$ cat src/source/softmax_consts.svh
`ifndef SOFTMAX_CONSTS_SVH
`define SOFTMAX_CONSTS_SVH

// row geometry
`define SM_LANES     4
`define SM_ELEM_W    16
`define SM_FRAC_BITS 8

// buffer and accumulator sizes
`define SM_ADDR_W    6
`define SM_SUM_W     24

// 1.0 in q8.8
`define SM_EXP_ONE   256

`endif
$ cat src/source/softmax_pkg.sv
`include "softmax_consts.svh"

package softmax_pkg;

  // signed q8.8 lane value
  typedef logic signed [`SM_ELEM_W-1:0] elem_t;

  // lane0 sits in the low bits
  typedef struct packed {
    elem_t lane3;
    elem_t lane2;
    elem_t lane1;
    elem_t lane0;
  } row_t;

  // unsigned q8.8, at most 1.0
  typedef logic [`SM_ELEM_W-1:0] exp_t;

  typedef struct packed {
    exp_t lane3;
    exp_t lane2;
    exp_t lane1;
    exp_t lane0;
  } exp_row_t;

  typedef logic [`SM_SUM_W-1:0] sum_t;

  typedef logic [`SM_ADDR_W-1:0] addr_t;

  typedef struct packed {
    logic load_valid;
    logic max_clear;
    logic replay_valid;
    logic last_row;
  } pipe_ctl_t;

endpackage

$ cat src/source/softmax_ctrl.sv
`timescale 1ns/1ps

module softmax_ctrl (
  input  logic                   clk,
  input  logic                   reset,
  input  logic                   init,
  input  logic                   start,
  input  softmax_pkg::addr_t     start_addr,
  input  softmax_pkg::addr_t     end_addr,
  output softmax_pkg::addr_t     addr,
  output softmax_pkg::addr_t     rd_addr,
  output softmax_pkg::pipe_ctl_t ctl,
  output logic                   rd_valid,
  output logic                   out_valid,
  output logic                   sum_valid,
  output logic                   sum_clear,
  output logic                   done
);
  import softmax_pkg::*;

  addr_t      base_addr;
  addr_t      last_addr;
  logic       busy;
  logic       loading;
  logic       replaying;
  logic [4:0] vld_pipe;
  logic [5:0] last_pipe;

  // start only counts when idle
  assign sum_clear = start && !busy;

  always_comb begin
    ctl.load_valid   = loading;
    ctl.max_clear    = loading && (addr == base_addr);
    ctl.replay_valid = replaying;
    ctl.last_row     = replaying && (rd_addr == last_addr);
  end

  always_ff @(posedge clk) begin
    if (reset) begin
      busy      <= 1'b0;
      loading   <= 1'b0;
      replaying <= 1'b0;
      addr      <= '0;
      rd_addr   <= '0;
      base_addr <= '0;
      last_addr <= '0;
    end else begin
      if (init && !busy) begin
        addr      <= start_addr;
        base_addr <= start_addr;
      end

      if (sum_clear) begin
        busy      <= 1'b1;
        loading   <= 1'b1;
        last_addr <= end_addr - addr_t'(1);
      end

      // load pass, one memory row per cycle
      if (loading) begin
        if (addr == last_addr) begin
          loading   <= 1'b0;
          replaying <= 1'b1;
          addr      <= base_addr;
          rd_addr   <= base_addr;
        end else begin
          addr <= addr + addr_t'(1);
        end
      end

      // replay starts the cycle the max settles
      if (replaying) begin
        if (ctl.last_row) begin
          replaying <= 1'b0;
        end else begin
          rd_addr <= rd_addr + addr_t'(1);
        end
      end

      if (done) begin
        busy <= 1'b0;
      end
    end
  end

  always_ff @(posedge clk) begin
    if (reset) begin
      vld_pipe  <= '0;
      last_pipe <= '0;
    end else begin
      vld_pipe  <= {vld_pipe[3:0], ctl.replay_valid};
      last_pipe <= {last_pipe[4:0], ctl.last_row};
    end
  end

  // buffer read 1, lanes 2, adder tree 2, accumulate 1
  assign rd_valid  = vld_pipe[0];
  assign out_valid = vld_pipe[2];
  assign sum_valid = vld_pipe[4];
  assign done      = last_pipe[5];

endmodule

$ cat config.mk
export PLATFORM = sky130hd
export DESIGN_NAME = softmax_ctrl
export DESIGN_NICKNAME = d
export VERILOG_FILES = /design/src/source/softmax_pkg.sv /design/src/source/softmax_ctrl.sv
export VERILOG_INCLUDE_DIRS = /design/src /design/src/source
export SDC_FILE = /design/constraint.sdc
export NUM_CORES = 1
export LEC_CHECK = 0
export BUFFER_PORTS_ARGS = -buffer_cell sky130_fd_sc_hd__buf_2
export CORE_MARGIN = 2
export CORE_UTILIZATION = 40
export DETAILED_ROUTE_END_ITERATION = 8
export HOLD_SLACK_MARGIN = 0.03
export SLEW_MARGIN = 20
export SYNTH_ARGS = -nofsm -noshare
export SYNTH_HDL_FRONTEND = slang
export SYNTH_SLANG_ARGS = --single-unit
$ cat constraint.sdc
create_clock -name clk -period 2 [get_ports clk]
set_input_delay 0.1 -clock clk [delete_from_list [all_inputs] [get_ports clk]]
set_output_delay 0.1 -clock clk [all_outputs]
set_load 0.02 [all_outputs]
==> metrics.cfg <==
[global_routing]
antenna_found_initial=0
grt_max_degree=24
grt_overflow=0
track_usage_pct=16.6
grt_pass1_vias=1393
grt_first_pass_wirelength_um=6690

[layout]
final_core_util_pct=50.1
area_growth_pct=18.9
fillers=436
nNetsFinal=261
drive_gt1_share_pct=26.3
num_antenna_cells=0

[cts]
cts_root_buf=clkbuf_8
clk_latency_ps=290
path_clk_slew_ps=80
cts.sinks=38
clockBufferDepth=2
htree_levels=2
cts_tree=yes
cts_inserted_buffers=5

[floorplanning]
die-area_mm2=0.00521
initial_core_util_pct=42.1
core_area_mm2=0.00441
std_cell_rows=24
ioPinCount=37
die_w_um=72.2
die_h_um=72.2

[routing]
final_antenna_net_count=0
drt_iter0_markers=76
vias=1533
wl_per_cell_um=13.6
viasPerCell=5.20
dr.pass1.iters=4
drcViolationCount=0
finalWirelength_um=4000

[setup_path]
slowest_stage=dfxtp_1
required_ps=1900
start_kind=register
path_buf_inv=1
crit_path_end_kind=output pin
arrival_ps=1690
crit_type=reg2out
crit_family=simple AND/OR/NAND/NOR gates
cp_cell_sequence=xnor2_1 > nand4_1 > nor3_1 > and2_1 > buf_2
max_stage_delay_ps=430
crit_fanout=7

[synth]
ys_ff_latch=38
synth.distinct_cells=38
syn_area_mm2=0.00186
postSynthCellCount=202
ys_seq_area_share_pct=40.9
synth_nets=221
yosys_warnings=0
syn_avg_cell_area_um2=9.20

[power]
vdd_drop_max_uv=546
total_leakage_power_nw=0.976
pwr_density_cell_mw_per_mm2=787

[place]
gp_congestion=0.768
numPortBuffers=36
dp_hpwl_um=3020

[sta]
final-hold-violation-count=0
period_needed_ps=1790
report.final.slew_viol_count=0
slew_headroom_pct=67.0
rsz0062_at_grt=false
skew_ps=5.51
tightest_slew_ps=494
setup_tns_ps=0
period_share_pct=89.5
clock.fmax_mhz=559
setup-violations-final=0

[hold_path]
hold_path.class=in2reg

[status]
status=finished, final reports clean

[flow_run]
drv_cap=0

==> worst paths after layout <==
| kind | cells after the start | to | slack [ps] | from |
|---|---|---|---|---|
| setup / recovery | 5 | ctl[0] | 210 | rd_addr[3] |
| hold / removal | 3 | base_addr[2] | 70 | start_addr[2] |
| setup reg to reg | 5 | rd_addr[2] | 220 | rd_addr[2] |
| hold reg to reg | 1 | vld_pipe[2] | 440 | vld_pipe[1] |
==> power breakdown <==
part / leakage (nW) / switching (mW) / internal (mW)
logic: 0.618 / 0.195 / 0.155
registers: 0.310 / 0.0459 / 0.796
clock network: 0.0472 / 0.272 / 0.277
total: 0.976 / 0.512 / 1.23
==> per-layer routing <==
metal	track usage [%]	part of all wire, %	vias up	wire [um]
li1	-	-	782	-
met1	23.0	46	707	1830
met5	0	0	-	0
met2	24.7	46	35	1860
met3	3.47	5.3	9	210
met4	7.97	2.5	0	101
==> through the flow <==
stage / instance area (um^2) / instances / total power [mW] / hold WS (ps) / setup slack [ps]
after floorplan: 1860 / 202 / 1.11 / 196 / 185
after global placement: 2110 / 286 / 1.21 / 315 / 251
after detailed placement: 2110 / 286 / 1.21 / 326 / 228
after CTS: 2210 / 295 / 1.76 / 65.6 / 162
after global routing: 2210 / 295 / 1.85 / 72.6 / 22.5
final: 2210 / 295 / 1.74 / 73.2 / 210
==> synthesized netlist by cell type (all sizes together) <==
cell | instances | share of area [%]
inv | 4 | 0.81
nor4 | 2 | 1.5
a31oi | 2 | 0.67
a21oi | 12 | 3.2
nor3 | 4 | 1.1
and4 | 1 | 0.61
nand4 | 2 | 0.67
and3b | 1 | 0.47
mux2i | 7 | 3.8
o31ai | 1 | 1.1
o21ai | 1 | 0.27
nand2 | 16 | 3.2
a211oi | 7 | 2.8
and3 | 4 | 1.3
nor2b | 12 | 4.0
dfxtp | 38 | 41
clkbuf | 8 | 1.7
a41oi | 2 | 0.94
a21o | 2 | 0.81
buf | 6 | 2.3
nand2b | 1 | 0.34
and2 | 1 | 0.34
xor2 | 13 | 6.1
or3b | 4 | 1.9
or2 | 2 | 0.67
nand3b | 4 | 1.6
a221oi | 6 | 2.8
nor2 | 13 | 2.6
xnor2 | 13 | 6.1
o31a | 1 | 0.47
nand3 | 9 | 2.7
ha | 3 | 2.0
==> cells in the final DEF, fill, tap and decap left out <==
cell,netlist,final
a211oi_1,7,7
a21o_1,2,2
a21oi_1,12,12
a221oi_1,6,6
a31oi_1,2,2
a41oi_1,2,2
and2_1,1,1
and3_1,4,4
and3b_1,1,1
and4_4,1,1
buf_2,1,36
buf_4,3,10
clkbuf_8,0,6
clkinv_2,0,1
clkinvlp_4,0,1
dfxtp_1,38,38
dlygate4sd3_1,0,1
ha_1,3,3
inv_1,4,4
mux2i_1,7,7
nand2_1,16,16
nand2b_1,1,1
nand3_1,8,8
nand3_2,1,1
nand3b_1,4,4
nand4_1,2,2
nor2_1,13,13
nor2b_1,12,12
nor3_1,4,4
nor4_1,1,1
nor4_4,1,1
o21ai_0,1,1
o31a_1,1,1
o31ai_4,1,1
or2_2,2,2
or3b_2,4,4
xnor2_1,13,13
xor2_1,13,13
==> logic make-up after synthesis <==
| kind of cell | count (synthesis) | share of synthesized area [%] |
|---|---|---|
| adder cells (fa/ha/maj) | 3 | 2.02 |
| XOR/XNOR | 26 | 12.2 |
| AO/OA/AOI/OAI | 34 | 13.2 |
| multiplexers | 7 | 3.77 |
| AND/OR/NAND/NOR | 76 | 23.1 |
| buffers and inverters | 18 | 4.78 |
| flip-flops | 38 | 40.9 |
==> cell type report <==
type / count / area (um^2) / area share [%]
flip-flops and latches: 38 / 761 / 34.4
clock buffers: 6 / 82.6 / 3.74
repair buffers: 47 / 265 / 12.0
inverters: 4 / 15.0 / 0.679
clock inverters: 2 / 12.5 / 0.566
well taps: 52 / 65.1 / 2.94
multi-input cells: 146 / 1010 / 45.7
==> flip-flops by register name (all words and copies together) (netlist names) <==
register	flops
vld_pipe	5
base_addr	6
busy	1
addr	6
replaying	1
rd_addr	6
last_pipe	6
loading	1
last_addr	6
==> timing repair <==
item / CTS / global route
gates resized for setup: 0 / 0
hold buffers: 1 / 0
endpoints found under the hold margin: 1 / 0
setup buffers: 0 / 0
==> worst min-delay path, cell delays in order <==
cell and delay (ps):
buf_2 90, nand2_1 70, a21oi_1 60
No activity file was read; power rests on OpenSTA's default activity.
