**src/source/softmax_consts.svh**
```systemverilog
`ifndef SOFTMAX_CONSTS_SVH
`define SOFTMAX_CONSTS_SVH

// row geometry
`define SM_LANES     4
`define SM_ELEM_W    16
`define SM_FRAC_BITS 8

// buffer and accumulator sizes
`define SM_ADDR_W    6
`define SM_SUM_W     24

// 1.0 in q8.8
`define SM_EXP_ONE   256

`endif
```
**src/source/softmax_pkg.sv**
```systemverilog
`include "softmax_consts.svh"

package softmax_pkg;

  // signed q8.8 lane value
  typedef logic signed [`SM_ELEM_W-1:0] elem_t;

  // lane0 sits in the low bits
  typedef struct packed {
    elem_t lane3;
    elem_t lane2;
    elem_t lane1;
    elem_t lane0;
  } row_t;

  // unsigned q8.8, at most 1.0
  typedef logic [`SM_ELEM_W-1:0] exp_t;

  typedef struct packed {
    exp_t lane3;
    exp_t lane2;
    exp_t lane1;
    exp_t lane0;
  } exp_row_t;

  typedef logic [`SM_SUM_W-1:0] sum_t;

  typedef logic [`SM_ADDR_W-1:0] addr_t;

  typedef struct packed {
    logic load_valid;
    logic max_clear;
    logic replay_valid;
    logic last_row;
  } pipe_ctl_t;

endpackage

```
**src/source/max_tree.sv**
```systemverilog
`timescale 1ns/1ps

module max_tree (
  input  logic               clk,
  input  logic               reset,
  input  softmax_pkg::row_t  row,
  input  logic               valid,
  input  logic               clear,
  output softmax_pkg::elem_t max
);
  import softmax_pkg::*;

  elem_t max_01;
  elem_t max_23;
  elem_t row_max;
  elem_t next_max;

  function automatic elem_t pick_max(elem_t a, elem_t b);
    return (a > b) ? a : b;
  endfunction

  // two compare levels across the lanes
  assign max_01  = pick_max(row.lane0, row.lane1);
  assign max_23  = pick_max(row.lane2, row.lane3);
  assign row_max = pick_max(max_01, max_23);

  // first row of a run ignores the old max
  assign next_max = clear ? row_max : pick_max(max, row_max);

  always_ff @(posedge clk) begin
    if (reset) begin
      max <= '0;
    end else if (valid) begin
      max <= next_max;
    end
  end

endmodule

```
**config.mk**
```make
export PLATFORM = sky130hd
export DESIGN_NAME = max_tree
export DESIGN_NICKNAME = d
export VERILOG_FILES = /design/src/source/softmax_pkg.sv /design/src/source/max_tree.sv
export VERILOG_INCLUDE_DIRS = /design/src /design/src/source
export SDC_FILE = /design/constraint.sdc
export NUM_CORES = 1
export LEC_CHECK = 0
export BUFFER_PORTS_ARGS = -buffer_cell sky130_fd_sc_hd__clkbuf_2
export CORE_AREA = 2 2 76 78
export DETAILED_ROUTE_END_ITERATION = 12
export DIE_AREA = 0 0 78 80
export PLACE_DENSITY = 0.95
export SLEW_MARGIN = 20
export SYNTH_ARGS = -nofsm -noshare
export SYNTH_HDL_FRONTEND = slang
export SYNTH_SLANG_ARGS = --single-unit
```
**constraint.sdc**
```tcl
create_clock -name clk -period 23.4 [get_ports clk]
set_clock_uncertainty 0.15 [all_clocks]
set_input_delay 3.51 -clock clk [delete_from_list [all_inputs] [get_ports clk]]
set_output_delay 3.51 -clock clk [all_outputs]
set_load 0.01 [all_outputs]
```
==> qor.txt, run 1 <==
Setup crit end kind -> register
sequential power share -> 0.186
crit share post-route -> 0.482
Tightest Pin Transition -> 0.845 ns
max_cap viols -> 0
Die ar. -> 0.00624 mm²
fin. max-slew vios -> 0
Final setup viols -> 0
layout cells sized above 1 -> 0.203
GR Overflow Total -> 0
Final Core Density -> 0.666
prevailing post-synth register cell -> dfxtp_1
most flop-heavy register -> max
max_slew headroom -> 0.436
Fillers -> 453
Routed Wire Length -> 9030 µm
top cells by count, synth -> ha_1, inv_1, o21ai_0
Psw -> 141 µW
DIE WIDTH -> 78 µm
post-route ant nets -> 0
cells after synthesis -> 420
Max stage delay on crit path -> 0.70 ns
IO Count -> 84
Detail Placement HPWL -> 7580 µm
Clock Tree Root -> clkbuf_8
Port Buffer Count -> 83
site row count -> 27
Synthesis Warnings -> 0
First-pass DRT Iterations -> 6
n_diodes -> 0
vias in the first global route -> 3273
syn_area_per_cell -> 7.47 µm²
Worst EP arrival -> 11.27 ns
Comb pwr share -> 0.737
WS Path Type -> in2reg
static leakage power -> 1.89 nW
Reg clk slew, reported paths -> 0.06 ns
initial antenna violation count -> 0
worst-skew pair later-pin latency -> 0.25 ns
EDFF count, synth -> 0
clock network fraction of design power -> 0.077
top cells by area, synth -> ha_1, dfxtp_1, mux2i_1
routability congestion estimate -> 0.919
fin crit period -> 11.28 ns
slowest cell on the critical path -> o31a_1
Yosys reg bits -> 16
synthesized area -> 0.00314 mm²
starting density of the core -> 0.580
Core ar. -> 0.00541 mm²
status -> finished, final reports clean
count leader, synth -> ha_1
Layout Nets -> 619
sequential share of the synthesized area -> 0.102
top cell type's share of synthesized area -> 0.247
Critical Path Start Type -> input port
vias -> 3487
Vias per Instance -> 6.24
Post-synth ARST share -> 0
Peak VDD IR -> 65.4 µV
Overall Global Routing Usage -> 0.289
post-synth top area cell -> ha_1
Crit path required time -> 23.38 ns
Fmax achieved -> 0.0886 GHz
pwr dens -> 74.4 mW/mm²
post-CTS resize count -> 0
Int Pwr -> 127 µW
hold buffer count at CTS -> 0
Starting DRT DRC Count -> 474
Die H -> 80 µm
CTS buffer count -> 3
Crit Path Max Fanout -> 39
syn_nets -> 550
setup tns final -> 0 ns
max reg flops -> 16
synthesis-to-layout area growth -> 14.8%
WL per Instance -> 16.2 µm
Setup Fix Bufs, Post-CTS -> 0
synth unique cells -> 51
largest net degree at the start of global routing -> 40
DRC -> 0
Max Root-Sink Buffers -> 2
largest registers -> max (16)
unrepaired setup endpoints after global routing -> no
worst min path class -> reg2reg
CTS H-Tree Depth -> 1
Final Hold Fails -> 0
first-pass GRT wire length -> 14800 µm
Sw Ratio -> 0.526
sinks on the clock net -> 16
CTS tree -> yes
-- final cells by class --
class / count / area, µm² / share of cell area
timing repair buffer: 85 / 430 / 0.120
inverter: 55 / 206 / 0.0573
sequential: 16 / 320 / 0.0890
tap: 72 / 90.1 / 0.0250
multi-input combinational: 328 / 2510 / 0.698
clock buffer: 3 / 41.3 / 0.0115
-- per-layer routing --
metal / share of wire / GRT usage / up-vias
met5: 0 / 0 / -
met4: 0.025 / 0.0930 / 0
met3: 0.079 / 0.0362 / 31
met2: 0.48 / 0.501 / 188
met1: 0.41 / 0.371 / 1586
li1: - / - / 1682
-- path summary, 6_finish.rpt --
check / startpoint / to / slack [ns] / cells past startpoint
worst max-delay path: row[63] / max[0]$_SDFFE_PP0P_ / 12.12 / 31
worst min-delay path: max[1]$_SDFFE_PP0P_ / max[1]$_SDFFE_PP0P_ / 0.37 / 2
worst max register to register: max[1]$_SDFFE_PP0P_ / max[0]$_SDFFE_PP0P_ / 20.60 / 11
worst min register to register: max[1]$_SDFFE_PP0P_ / max[1]$_SDFFE_PP0P_ / 0.37 / 2
-- power groups by stage --
stage	sequential, mW	combinational (mW)	clock (mW)
4_1_cts	0.0499	0.194	0.0207
6_report	0.0498	0.197	0.0207
3_3_place_gp	0.0499	0.183	0
3_5_place_dp	0.0504	0.193	0
5_1_grt	0.0517	0.219	0.0217
2_1_floorplan	0.0541	0.135	0
-- through the flow --
| step | setup slack [ns] | hold slack [ns] | area (µm²) | total power, mW | std cells |
|---|---|---|---|---|---|
| final | 12.12 | 0.372 | 3600 | 0.268 | 559 |
| after global routing | 11.32 | 0.403 | 3600 | 0.292 | 559 |
| after CTS | 12.27 | 0.376 | 3600 | 0.265 | 559 |
| after detailed placement | 12.01 | 0.368 | 3560 | 0.243 | 556 |
| after global placement | 12.46 | 0.363 | 3560 | 0.233 | 556 |
| after floorplan | 13.21 | 0.377 | 3140 | 0.189 | 420 |
-- cell usage in the layout, fill, tap and decap left out, drive strengths merged, types with 4 or more instances in the layout --
master,count
mux2i,33
ha,62
dfxtp,16
nor2,12
inv,54
nand4,9
nor3,20
o211ai,8
o21ai,47
nand3,23
a21o,8
nand2,24
o21a,4
nor2b,7
clkbuf,86
a21oi,21
o311ai,10
-- cells by family (layout without fill, tap and decap cells) --
| family | count (synthesis) | in the layout | synth area share |
|---|---|---|---|
| muxes | 34 | 34 | 0.113 |
| DFF | 16 | 16 | 0.102 |
| buffers and inverters | 76 | 143 | 0.0986 |
| adders and majority gates | 63 | 63 | 0.251 |
| xor gates and xnor gates | 3 | 3 | 0.00838 |
| and+or+nand+nor | 111 | 111 | 0.188 |
| AOI/OAI and AO/OA | 117 | 117 | 0.239 |
-- worst max-delay path: cells and delay by family --
kind / cells / cell delay, ns
compound gates: 13 / 3.45
xor+xnor: 1 / 0.18
fa+ha+maj: 3 / 0.98
buf+inv: 4 / 0.82
mux: 1 / 0.46
simple gates: 9 / 1.82
(Power assumes the default switching activity.)
==> run 2, diff against run 1 <==
--- a/config.mk
+++ b/config.mk
@@ -7,10 +7,10 @@
 export NUM_CORES = 1
 export LEC_CHECK = 0
 export BUFFER_PORTS_ARGS = -buffer_cell sky130_fd_sc_hd__clkbuf_2
-export CORE_AREA = 2 2 76 78
+export CORE_AREA = 2 2 79 81
 export DETAILED_ROUTE_END_ITERATION = 12
-export DIE_AREA = 0 0 78 80
-export PLACE_DENSITY = 0.95
+export DIE_AREA = 0 0 81 83
+export PLACE_DENSITY = 0.9
 export SLEW_MARGIN = 20
 export SYNTH_ARGS = -nofsm -noshare
 export SYNTH_HDL_FRONTEND = slang
==> constraint.sdc (replaced) <==
create_clock -name clk -period 11.2 [get_ports clk]
set_clock_uncertainty 0.15 [all_clocks]
set_input_delay 1.68 -clock clk [delete_from_list [all_inputs] [get_ports clk]]
set_output_delay 1.68 -clock clk [all_outputs]
set_load 0.01 [all_outputs]
==> run 2 against run 1 <==
Sequential power grew 110%. Setup slack lost 11 ns. Combinational power grew 110%. Worst hold slack gained 0.0064 ns. Non-clock buffer count is the same. First-iteration DRC count shrank 43%. Highest routed layer unchanged. Cell count grew 0.72%. Via count shrank 1.3%. Wire length shrank 2.5%. Die area grew 7.7%. Utilization shrank 4.4 points. Global-route usage shrank 2.7 points. Critical path type unchanged.
==> qor.txt, run 2 (same netlist as run 1, synthesis figures left out) <==
status -> finished, final reports clean
worst-skew pair later-pin latency -> 0.27 ns (+0.02 ns)
commonest cells after routing, fill and taps aside -> clkbuf_2, ha_1, inv_1, o21ai_0, mux2i_1
max_cap viols -> 0 (unchanged)
unrepaired setup endpoints after global routing -> no
Peak VDD IR -> 102 µV (+55%)
starting density of the core -> 0.539 (-0.0409)
CTS buffer count -> 3 (unchanged)
Detail Placement HPWL -> 7390 µm (-2.5%)
Vias per Instance -> 6.11 (-2.0%)
CTS tree -> yes
GR Overflow Total -> 0 (unchanged)
Max stage delay on crit path -> 0.74 ns (+0.04 ns)
Setup crit end kind -> register
Routed Wire Length -> 8800 µm (-2.5%)
max reg flops -> 16 (unchanged)
Finished Cell Area -> 0.00362 mm² (+0.49%)
static leakage power -> 1.89 nW (+0.38%)
setup tns final -> 0 ns (unchanged)
Die H -> 83 µm (+3.8%)
most flop-heavy register -> max
Placed Cells -> 559 (+0.54%)
Clock Tree Root -> clkbuf_8
initial antenna violation count -> 0 (unchanged)
Place WS -> 1.60 ns (-10.41 ns)
pwr dens -> 158 mW/mm² (+110%)
routability congestion estimate -> 0.934 (+1.6%)
Reg clk slew, reported paths -> 0.07 ns (about the same)
Worst EP arrival -> 9.62 ns (-1.65 ns)
Final Core Density -> 0.622 (-0.0440)
crit share post-route -> 0.862
Max Root-Sink Buffers -> 2 (unchanged)
post-route ant nets -> 0 (unchanged)
Starting DRT DRC Count -> 269 (-43%)
DRC -> 0 (unchanged)
post-CTS resize count -> 0 (unchanged)
IO Count -> 84 (unchanged)
Tightest Pin Transition -> 0.878 ns (+0.0334 ns)
vias in the first global route -> 3168 (-3.2%)
layout cells sized above 1 -> 0.205 (+0.00163)
Setup Fix Bufs, Post-CTS -> 0 (unchanged)
First-pass DRT Iterations -> 4 (-2)
WS Path Type -> in2reg
n_diodes -> 0 (unchanged)
Overall Global Routing Usage -> 0.262 (-0.0268)
Fmax achieved -> 0.104 GHz
commonest non-fill, non-tap cell in the layout -> clkbuf_2
PnR Total Power -> 571 µW (+110%)
WL per Instance -> 15.6 µm (-3.2%)
DIE WIDTH -> 81 µm (+3.8%)
Worst Slack Setup Final -> 1.55 ns (-10.57 ns)
slowest cell on the critical path -> o31a_1
Port Buffer Count -> 83 (unchanged)
Critical Path Start Type -> input port
fin crit period -> 9.65 ns
largest registers -> max (16)
Final Hold Fails -> 0 (unchanged)
synthesis-to-layout area growth -> 15.4%
max_slew headroom -> 0.415 (-0.0217)
first-pass GRT wire length -> 14400 µm (-2.8%)
worst min path class -> reg2reg
Die ar. -> 0.00672 mm² (+7.7%)
sinks on the clock net -> 16 (unchanged)
Final setup viols -> 0 (unchanged)
vias -> 3442 (-1.3%)
largest net degree at the start of global routing -> 31 (-23%)
fin. max-slew vios -> 0 (unchanged)
Crit Path Max Fanout -> 29 (-26%)
Hold Slack -> 0.379 ns (+0.00641 ns)
site row count -> 28 (+3.7%)
Layout Nets -> 619 (unchanged)
DP Area -> 0.00356 mm² (+0.11%)
Core ar. -> 0.00582 mm² (+7.6%)
hold buffer count at CTS -> 0 (unchanged)
CTS H-Tree Depth -> 1 (unchanged)
Crit path required time -> 11.17 ns (-12.21 ns)
fin cells -> 563 (+0.72%)
run 2: changes by cell type in the layout (fill, tap and decap cells not counted):
cell      previous run  this run
clkbuf_8             3         4
run 2: power breakdown:
part	switching (mW)	internal, mW
clock network	0.0230	0.0314
logic	0.253	0.159
registers	0.0213	0.0830
run 2: cell type report:
cell class                      count  area (µm²)
Tap cell                           75        93.8
Inverter                           55         206
Multi-Input combinational cell    328        2510
Timing Repair Buffer               85         430
Fill cell                         535        2200
Clock buffer                        4        55.1
Sequential cell                    16         320
run 2: final timing paths:
path                             start  depth (start not counted)                   end  slack [ns]
setup / recovery               row[63]                         31   max[2]$_SDFFE_PP0P_        1.55
hold / removal    max[13]$_SDFFE_PP0P_                          2  max[13]$_SDFFE_PP0P_        0.38
setup reg to reg   max[1]$_SDFFE_PP0P_                         11   max[2]$_SDFFE_PP0P_        8.22
hold reg to reg   max[13]$_SDFFE_PP0P_                          2  max[13]$_SDFFE_PP0P_        0.38
run 2: critical path: cells and delay by family:
kind	cells	cell delay, ns
compound gates	15	4.30
simple gates	8	1.55
fa+ha+maj	3	0.97
buf+inv	3	0.57
mux	1	0.39
xor+xnor	1	0.15
run 2: per-layer routing:
layer  wire length, µm  global-route usage  share of wire
met1              3980               0.365           0.45
met2              4090               0.429           0.46
met3               562              0.0174          0.064
met4               168              0.0755          0.019
met5                 0                   0              0
