==> config.mk <==
export PLATFORM = sky130hd
export DESIGN_NAME = sum_tree
export DESIGN_NICKNAME = d
export VERILOG_FILES = /design/src/source/softmax_pkg.sv /design/src/source/sum_tree.sv
export VERILOG_INCLUDE_DIRS = /design/src /design/src/source
export SDC_FILE = /design/constraint.sdc
export NUM_CORES = 1
export LEC_CHECK = 0
export BUFFER_PORTS_ARGS = -buffer_cell sky130_fd_sc_hd__buf_4
export CAP_MARGIN = 20
export CORE_UTILIZATION = 56
export DETAILED_ROUTE_END_ITERATION = 10
export GPL_ROUTABILITY_DRIVEN = 0
export PLACE_DENSITY_LB_ADDON = 0.1
export SKIP_CTS_REPAIR_TIMING = 1
export SYNTH_ARGS = -nofsm -noshare
export SYNTH_HDL_FRONTEND = slang
export SYNTH_SLANG_ARGS = --single-unit
==> constraint.sdc <==
create_clock -name clk -period 3.6 [get_ports clk]
set_input_delay 0.9 -clock clk [delete_from_list [all_inputs] [get_ports clk]]
set_output_delay 0.9 -clock clk [all_outputs]
set_load 0.05 [all_outputs]
==> src/source/softmax_consts.svh <==
`ifndef SOFTMAX_CONSTS_SVH
`define SOFTMAX_CONSTS_SVH

// row geometry
`define SM_LANES     4
`define SM_ELEM_W    16
`define SM_FRAC_BITS 8

// buffer and accumulator sizes
`define SM_ADDR_W    6
`define SM_SUM_W     24

// 1.0 in q8.8
`define SM_EXP_ONE   256

`endif
==> src/source/softmax_pkg.sv <==
`include "softmax_consts.svh"

package softmax_pkg;

  // signed q8.8 lane value
  typedef logic signed [`SM_ELEM_W-1:0] elem_t;

  // lane0 sits in the low bits
  typedef struct packed {
    elem_t lane3;
    elem_t lane2;
    elem_t lane1;
    elem_t lane0;
  } row_t;

  // unsigned q8.8, at most 1.0
  typedef logic [`SM_ELEM_W-1:0] exp_t;

  typedef struct packed {
    exp_t lane3;
    exp_t lane2;
    exp_t lane1;
    exp_t lane0;
  } exp_row_t;

  typedef logic [`SM_SUM_W-1:0] sum_t;

  typedef logic [`SM_ADDR_W-1:0] addr_t;

  typedef struct packed {
    logic load_valid;
    logic max_clear;
    logic replay_valid;
    logic last_row;
  } pipe_ctl_t;

endpackage

==> src/source/sum_tree.sv <==
`timescale 1ns/1ps
`include "softmax_consts.svh"

module sum_tree (
  input  logic                  clk,
  input  logic                  reset,
  input  softmax_pkg::exp_row_t exp_row,
  input  logic                  valid,
  input  logic                  clear,
  output softmax_pkg::sum_t     sum
);
  import softmax_pkg::*;

  localparam int PAIR_W  = `SM_ELEM_W + 1;
  localparam int TOTAL_W = `SM_ELEM_W + 2;

  logic [PAIR_W-1:0]  pair0_q;
  logic [PAIR_W-1:0]  pair1_q;
  logic [TOTAL_W-1:0] total_q;

  // first level, lanes in pairs
  always_ff @(posedge clk) begin
    pair0_q <= PAIR_W'(exp_row.lane0) + PAIR_W'(exp_row.lane1);
    pair1_q <= PAIR_W'(exp_row.lane2) + PAIR_W'(exp_row.lane3);
  end

  // second level, row total
  always_ff @(posedge clk) begin
    total_q <= TOTAL_W'(pair0_q) + TOTAL_W'(pair1_q);
  end

  // accumulator, several rows may be in the tree at once
  always_ff @(posedge clk) begin
    if (reset) begin
      sum <= '0;
    end else if (clear) begin
      sum <= '0;
    end else if (valid) begin
      sum <= sum + sum_t'(total_q);
    end
  end

endmodule

==> run metrics, run 1 <==
final setup fails=0; CTS tree=built; Worst-Margin Slew=0.711 ns; Mean Syn Cell Area=9.12 um^2; top post-synthesis cells by area=dfxtp_1 32%, ha_1 18%, xnor2_1 7.2%; most frequent cell after synthesis=dfxtp_1; minimum clock period=2.88 ns; vias in the first global route=4005; Initial Utilization=57.8%; cell taking the most area after synthesis=dfxtp_1; synthesis-to-finish area growth=20.7%; CP Data Required Time=3.83 ns; Post-synth ARST share=0%; Yosys top cell area share=32.0%; Post-DRT Antenna Nets=0; Worst Reg-to-Reg Cells=9; CTS sink cnt=76; Post-Layout Cell Count=727; H-tree levels=3; number of synthesized register bits=76; num ports=92; final instance area=5740 um^2; sw frac=38.7%; Post-Route WL=9490 um; Power Total=3.47 mW; WL per Instance=13.1 um; Clock transition at path regs=0.08 ns; Post-Route Setup TNS=0 ns; DP Cell Count=711; Max Slew Vio Count=0; switching pwr=1.34 mW; setup ws final=0.723 ns; Peak VDD IR=0.000230 V; Die ar.=8860 um^2; Worst slew margin=52.5%; first-pass GRT wire length=16200 um; Worst Hold Class=reg2reg; GRT Residual Overflow=0; CTS Buffer Depth=2; Worst setup SP type=primary input; HPWL after detailed placement=7490 um; Final nets=756; layout cell share with drive strength beyond 1=19.5%; Worst Path Arrival=3.11 ns; Setup crit end kind=register; Worst Clk Skew=0.0126 ns; Clk pwr share=18.2%; Ant. Diodes=0; Leak Pwr=2.70 nW; Yosys warnings=0; P_int=2.12 mW; DR vias=4065; post-layout util=69.8%; drt pass-1 iters=4; RSZ-0062 raised after global routing=no; hold path cells=1; Rows=33; Max-Cap Viols=0; clock root cell=clkbuf_8; Yosys cell types=55; core area=8220 um^2; Die Span Y=94.1 um; initial drt markers=117; outcome=finished, final reports clean; Fmax achieved=348 MHz; pre-CTS setup slack=0.374 ns; CP Class=in2reg; synthesized cell area=4750 um^2; routed vias/inst=5.59; Seq pwr share=33.1%; final hold vios=0; P per Cell Area=604 nW/um^2; largest net degree at the start of global routing=24; Syn Nets=660; Seq/Total Area, Yosys=32.0%; port bufs=91; DRC viols=0; crit path max fanout=4; Placed Area=5540 um^2; Total GRT Usage=22.7%; Min Hold Slack=0.460 ns; Syn Inst Count=521; logic gate share of total power=48.7%; Main synth FF type=dfxtp_1; die width=94.1 um; clk_lat worst skew=0.34 ns; Post-synth top cells=76 x dfxtp_1, 67 x ha_1, 45 x nor2_1; period utilization=79.9%; number of flops mapped to enable cells by yosys=0; CTS Buf Count=9; initial antenna violation count=0
-- cells in the final DEF, fill, tap and decap left out, types with 7 or more instances in the layout --
cell type / instances
clkbuf_8: 9
nand3_1: 9
mux2i_1: 10
a31oi_1: 9
dfxtp_1: 76
nor3_1: 11
o21bai_1: 8
xor2_1: 14
xnor2_1: 39
a211oi_1: 7
a21o_1: 16
a21oi_1: 44
buf_4: 91
inv_1: 13
o21ai_0: 26
and3_1: 9
ha_1: 67
o21a_1: 10
nor2_1: 45
nand2_1: 35
-- power groups by stage --
stage / Clock [mW] / Sequential, mW / Combinational [mW]
2_1_floorplan: 0 / 1.24 / 1.23
3_3_place_gp: 0 / 1.16 / 1.61
3_5_place_dp: 0 / 1.17 / 1.66
4_1_cts: 0.644 / 1.15 / 1.68
5_1_grt: 0.676 / 1.17 / 1.89
6_report: 0.630 / 1.15 / 1.69
-- worst max-delay path: stages --
cell and delay [ns]:
buf_4 0.11, ha_1 0.23, fa_1 0.41, a21o_1 0.21, a21oi_2 0.20, o21ai_2 0.12, a2111o_1 0.45, a31o_1 0.23
a21oi_2 0.16, o21ai_0 0.09
-- flip-flops by register name, indices dropped and copies added (netlist names) --
signal	flops
pair0_q	17
pair1_q	17
sum	24
total_q	18
-- metal layers --
metal | GRT usage [%] | share of wire [%]
met1 | 26.4 | 44
met3 | 3.16 | 4.6
met5 | 0 | 0
met4 | 9.23 | 1.9
met2 | 41.4 | 49
-- kinds of logic (layout without fill, tap and decap cells) --
family / after synthesis / count (layout) / share of synthesized area [%]
flip-flops: 76 / 76 / 32.0
multiplexers: 10 / 10 / 2.11
XOR/XNOR: 53 / 53 / 9.77
adder cells (fa/ha/maj): 71 / 71 / 19.3
AND/OR/NAND/NOR: 133 / 133 / 12.9
buffers and inverters: 19 / 120 / 1.50
AO/OA/AOI/OAI: 159 / 159 / 22.4
-- final cells by class --
type                       instances  area (um^2)
clock buffer                      10          128
clock inverter                     6         65.1
fill                             668         2480
inverter                          13         48.8
multi-input combinational        426         3160
sequential                        76         1520
tap                              105          131
timing repair buffer              91          683
-- path summary, 6_finish.rpt --
path	start	slack [ns]	to
max reg2reg	sum[0]	0.95	sum[16]
min	pair0_q[0]	0.46	total_q[0]
max	exp_row[0]	0.72	pair0_q[16]
min reg2reg	pair0_q[0]	0.46	total_q[0]
(Power assumes the default switching activity.)
==> run 2: changes to the inputs <==
CORE_UTILIZATION = 51   (was 56)
clock period = 2.3 ns   (was 3.6 ns; I/O delays follow)
==> run metrics, run 2 (synthesized netlist as in run 1, its figures left out) <==
Ant. Diodes=0; Worst-Margin Slew=0.414 ns; initial drt markers=153; synthesis-to-finish area growth=29.8%; CTS Buffer Depth=2; failing checks=design-rule violations; period utilization=97.1%; Max-Cap Viols=0; P_int=3.53 mW; num ports=92; Fmax achieved=448 MHz; drt pass-1 iters=9; Worst Path Arrival=2.47 ns; Placed Area=5850 um^2; final setup fails=0; clock root cell=clkbuf_8; final instance area=6160 um^2; die width=98.5 um; Worst slew margin=72.0%; switching pwr=2.20 mW; Die Span Y=98.5 um; P per Cell Area=929 nW/um^2; CP Data Required Time=2.54 ns; Setup crit end kind=register; initial antenna violation count=0; minimum clock period=2.23 ns; CP Class=reg2reg; Worst Hold Class=in2reg; WL per Instance=13.6 um; Max Slew Vio Count=0; layout cell share with drive strength beyond 1=27.7%; clk_lat worst skew=0.35 ns; RSZ-0062 raised after global routing=yes; crit path cell chain=ha_4 > fa_2 > a211oi_4 > o21ai_2 > a21oi_4 > a31oi_4 > a21o_1 > and2_1 > mux2i_1; Rows=34; port bufs=91; Die ar.=9710 um^2; CTS sink cnt=76; Min Hold Slack=0.438 ns; vias in the first global route=4231; Largest Register=sum; Total GRT Usage=22.2%; CTS Buf Count=9; Worst setup SP type=register; sw frac=38.3%; DR vias=4193; routed vias/inst=5.49; outcome=complete, but fails checks; first-pass GRT wire length=17500 um; Clock transition at path regs=0.07 ns; Post-Layout Cell Count=764; biggest regs=sum (24), total_q (18); Peak VDD IR=0.000371 V; max FFs per register=24; logic gate share of total power=50.7%; most common cell after layout, fill and taps aside=buf_4; Seq pwr share=31.5%; HPWL after detailed placement=8310 um; Post-DRT Antenna Nets=0; Post-Route WL=10400 um; most frequent cells in the layout=123 x buf_4, 71 x dfxtp_1, 65 x ha_1; H-tree levels=3; CP peak stage delay=0.39 ns; CTS tree=built; slowest CP cell=fa_2; Final nets=790; Clk pwr share=17.8%; DRC viols=4; Leak Pwr=2.89 nW; Initial Utilization=53.7%; final hold vios=0; DP Cell Count=748; GRT Residual Overflow=0; core area=8850 um^2; Worst Clk Skew=0.00707 ns; crit path max fanout=4; largest net degree at the start of global routing=23
==> run 2: cell count changes in the layout (fill, tap and decap cells not counted), sizes merged <==
cell	before	now
buf	91	125
clkbuf	10	12
clkinv	4	2
==> run 2: area by class of cell <==
cell class | count | area, um^2
Sequential cell | 76 | 1530
Multi-Input combinational cell | 426 | 3300
Fill cell | 681 | 2680
Tap cell | 108 | 135
Inverter | 13 | 48.8
Clock inverter | 4 | 47.5
Timing Repair Buffer | 125 | 946
Clock buffer | 12 | 155
==> run 2: final timing paths <==
path | start | to | slack (ns) | cells after the start
worst min-delay path | exp_row[48] | pair1_q[0] | 0.44 | 2
worst max register to register | sum[0] | sum[20] | 0.07 | 9
worst max-delay path | sum[0] | sum[20] | 0.07 | 9
worst min register to register | pair0_q[0] | total_q[0] | 0.47 | 1
==> run 2: per-layer routing <==
| layer | vias to the layer above | part of all wire (%) | GRT usage, % | wire, um |
|---|---|---|---|---|
| li1 | 2165 | - | - | - |
| met1 | 1887 | 43 | 25.0 | 4490 |
| met2 | 116 | 50 | 40.9 | 5240 |
| met3 | 25 | 3.5 | 2.62 | 361 |
| met4 | 0 | 2.8 | 12.4 | 286 |
| met5 | - | 0 | 0 | 0 |
==> run 2: power by group through the flow <==
| stage | logic [mW] | registers [mW] | clock network, mW |
|---|---|---|---|
| 2_1_floorplan | 1.93 | 1.95 | 0 |
| 3_3_place_gp | 2.66 | 1.83 | 0 |
| 3_5_place_dp | 2.75 | 1.84 | 0 |
| 4_1_cts | 2.77 | 1.81 | 1.05 |
| 5_1_grt | 3.23 | 1.84 | 1.10 |
| 6_report | 2.90 | 1.80 | 1.02 |
==> run 2: worst max-delay path: cells and delay by family, from the launching register on <==
kind,cells,cell delay [ns]
compound gates,5,0.93
mux,1,0.12
flops,1,0.36
fa+ha+maj,2,0.55
simple gates,1,0.18
==> run 2: stage by stage <==
step / setup TNS, ns / util [%] / total power [mW] / setup WS, ns
after global routing: -0.113 / 69.7 / 6.17 / -0.0381
after floorplan: -0.189 / - / 3.88 / -0.101
after CTS: -0.0863 / 68.4 / 5.62 / -0.0544
final: 0 / 69.7 / 5.73 / 0.0667
after detailed placement: -1.94 / 66.1 / 4.59 / -0.313
after global placement: -1.31 / 66.1 / 4.49 / -0.270
==> run 3: changes to the inputs <==
CORE_MARGIN = 2   (was not set)
CTS_BUF_LIST = sky130_fd_sc_hd__clkbuf_16   (was not set)
==> run metrics, run 3 (synthesized netlist as in run 1, its figures left out) <==
Rows=35; port bufs=91; Clk pwr share=23.9%; largest net degree at the start of global routing=23; Initial Utilization=51.9%; logic gate share of total power=46.6%; period utilization=98.8%; DR vias=4188; outcome=finished, final reports clean; CP Data Required Time=2.56 ns; Ant. Diodes=0; die width=101 um; Fmax achieved=440 MHz; num ports=92; CTS Buf Count=9; Peak VDD IR=0.000438 V; Worst slew margin=67.5%; Power Total=6.14 mW; Final nets=795; Post-Route Setup TNS=0 ns; HPWL after detailed placement=8060 um; Worst Hold Class=in2reg; P per Cell Area=975 nW/um^2; Worst Path Arrival=2.53 ns; layout cell share with drive strength beyond 1=28.1%; minimum clock period=2.27 ns; final hold vios=0; RSZ-0062 raised after global routing=yes; Post-Layout Cell Count=772; Max Slew Vio Count=0; biggest regs=sum (24), total_q (18); final setup fails=0; Largest Register=sum; clock root cell=clkbuf_16; CTS tree=built; core area=9150 um^2; Worst Clk Skew=0.00744 ns; Die ar.=10100 um^2; CTS sink cnt=76; sw frac=36.7%; drt pass-1 iters=4; first-pass GRT wire length=17700 um; Clock transition at path regs=0.06 ns; GRT Residual Overflow=0; H-tree levels=3; Reg2Reg Setup Slack=0.06 ns; most common cell after layout, fill and taps aside=buf_4; Max-Cap Viols=0; DP Cell Count=752; initial drt markers=108; Worst setup SP type=primary input; routed vias/inst=5.42; switching pwr=2.25 mW; Placed Area=5860 um^2; crit path max fanout=2; max FFs per register=24; pre-CTS setup slack=-0.347 ns; Worst-Margin Slew=0.482 ns; final instance area=6290 um^2; CP Class=in2reg; Seq pwr share=29.5%; clk_lat worst skew=0.33 ns; Post-DRT Antenna Nets=0; vias in the first global route=4223; Die Span Y=101 um; initial antenna violation count=0; CTS Buffer Depth=2; Leak Pwr=2.95 nW; setup ws final=0.0265 ns; Post-Route WL=10400 um; DRC viols=0; WL per Instance=13.4 um; synthesis-to-finish area growth=32.4%; Setup crit end kind=register; Total GRT Usage=21.3%; most frequent cells in the layout=128 x buf_4, 71 x dfxtp_1, 65 x ha_1; P_int=3.88 mW
-- run 3: area by class of cell --
| type | instances | area [um^2] |
|---|---|---|
| clock inverters | 6 | 71.3 |
| fillers | 706 | 2860 |
| multi-input cells | 426 | 3270 |
| repair buffers | 130 | 983 |
| inverters | 13 | 48.8 |
| well taps | 111 | 139 |
| clock buffers | 10 | 250 |
| flip-flops and latches | 76 | 1530 |
-- run 3: critical path: stages --
cell and delay, ns:
buf_6 0.10, ha_4 0.15, fa_2 0.35, a21o_1 0.17, a21oi_2 0.18, o21ai_2 0.09
a2111o_1 0.40, a31o_1 0.20, a21oi_2 0.17, xnor2_1 0.14
-- run 3: per-stage QoR --
| step | hold WS (ns) | utilization [%] |
|---|---|---|
| global route | 0.460 | 68.7 |
| finish | 0.455 | 68.7 |
| detailed placement | 0.461 | 64.0 |
| global placement | 0.448 | 64.0 |
| floorplan | 0.420 | - |
| CTS | 0.447 | 67.6 |
-- run 3: path summary, 6_finish.rpt --
kind / cells after the start / to / start
hold / removal: 2 / pair1_q[0] / exp_row[48]
hold reg to reg: 1 / total_q[0] / pair0_q[0]
setup reg to reg: 9 / total_q[16] / pair1_q[0]
setup / recovery: 10 / pair0_q[14] / exp_row[0]
-- run 3: power by group through the flow --
| stage | clock (mW) | combinational, mW | sequential [mW] |
|---|---|---|---|
| after floorplan | 0 | 1.93 | 1.95 |
| after global placement | 0 | 2.67 | 1.83 |
| after detailed placement | 0 | 2.73 | 1.84 |
| after CTS | 1.49 | 2.75 | 1.81 |
| after global routing | 1.54 | 3.21 | 1.84 |
| final | 1.46 | 2.86 | 1.81 |
-- run 3: routing by layer --
metal	vias up	GRT usage, %	routed length, um
li1	2177	-	-
met1	1881	26.5	4720
met2	110	37.0	5070
met3	20	2.77	355
met4	0	9.38	211
met5	-	0	0
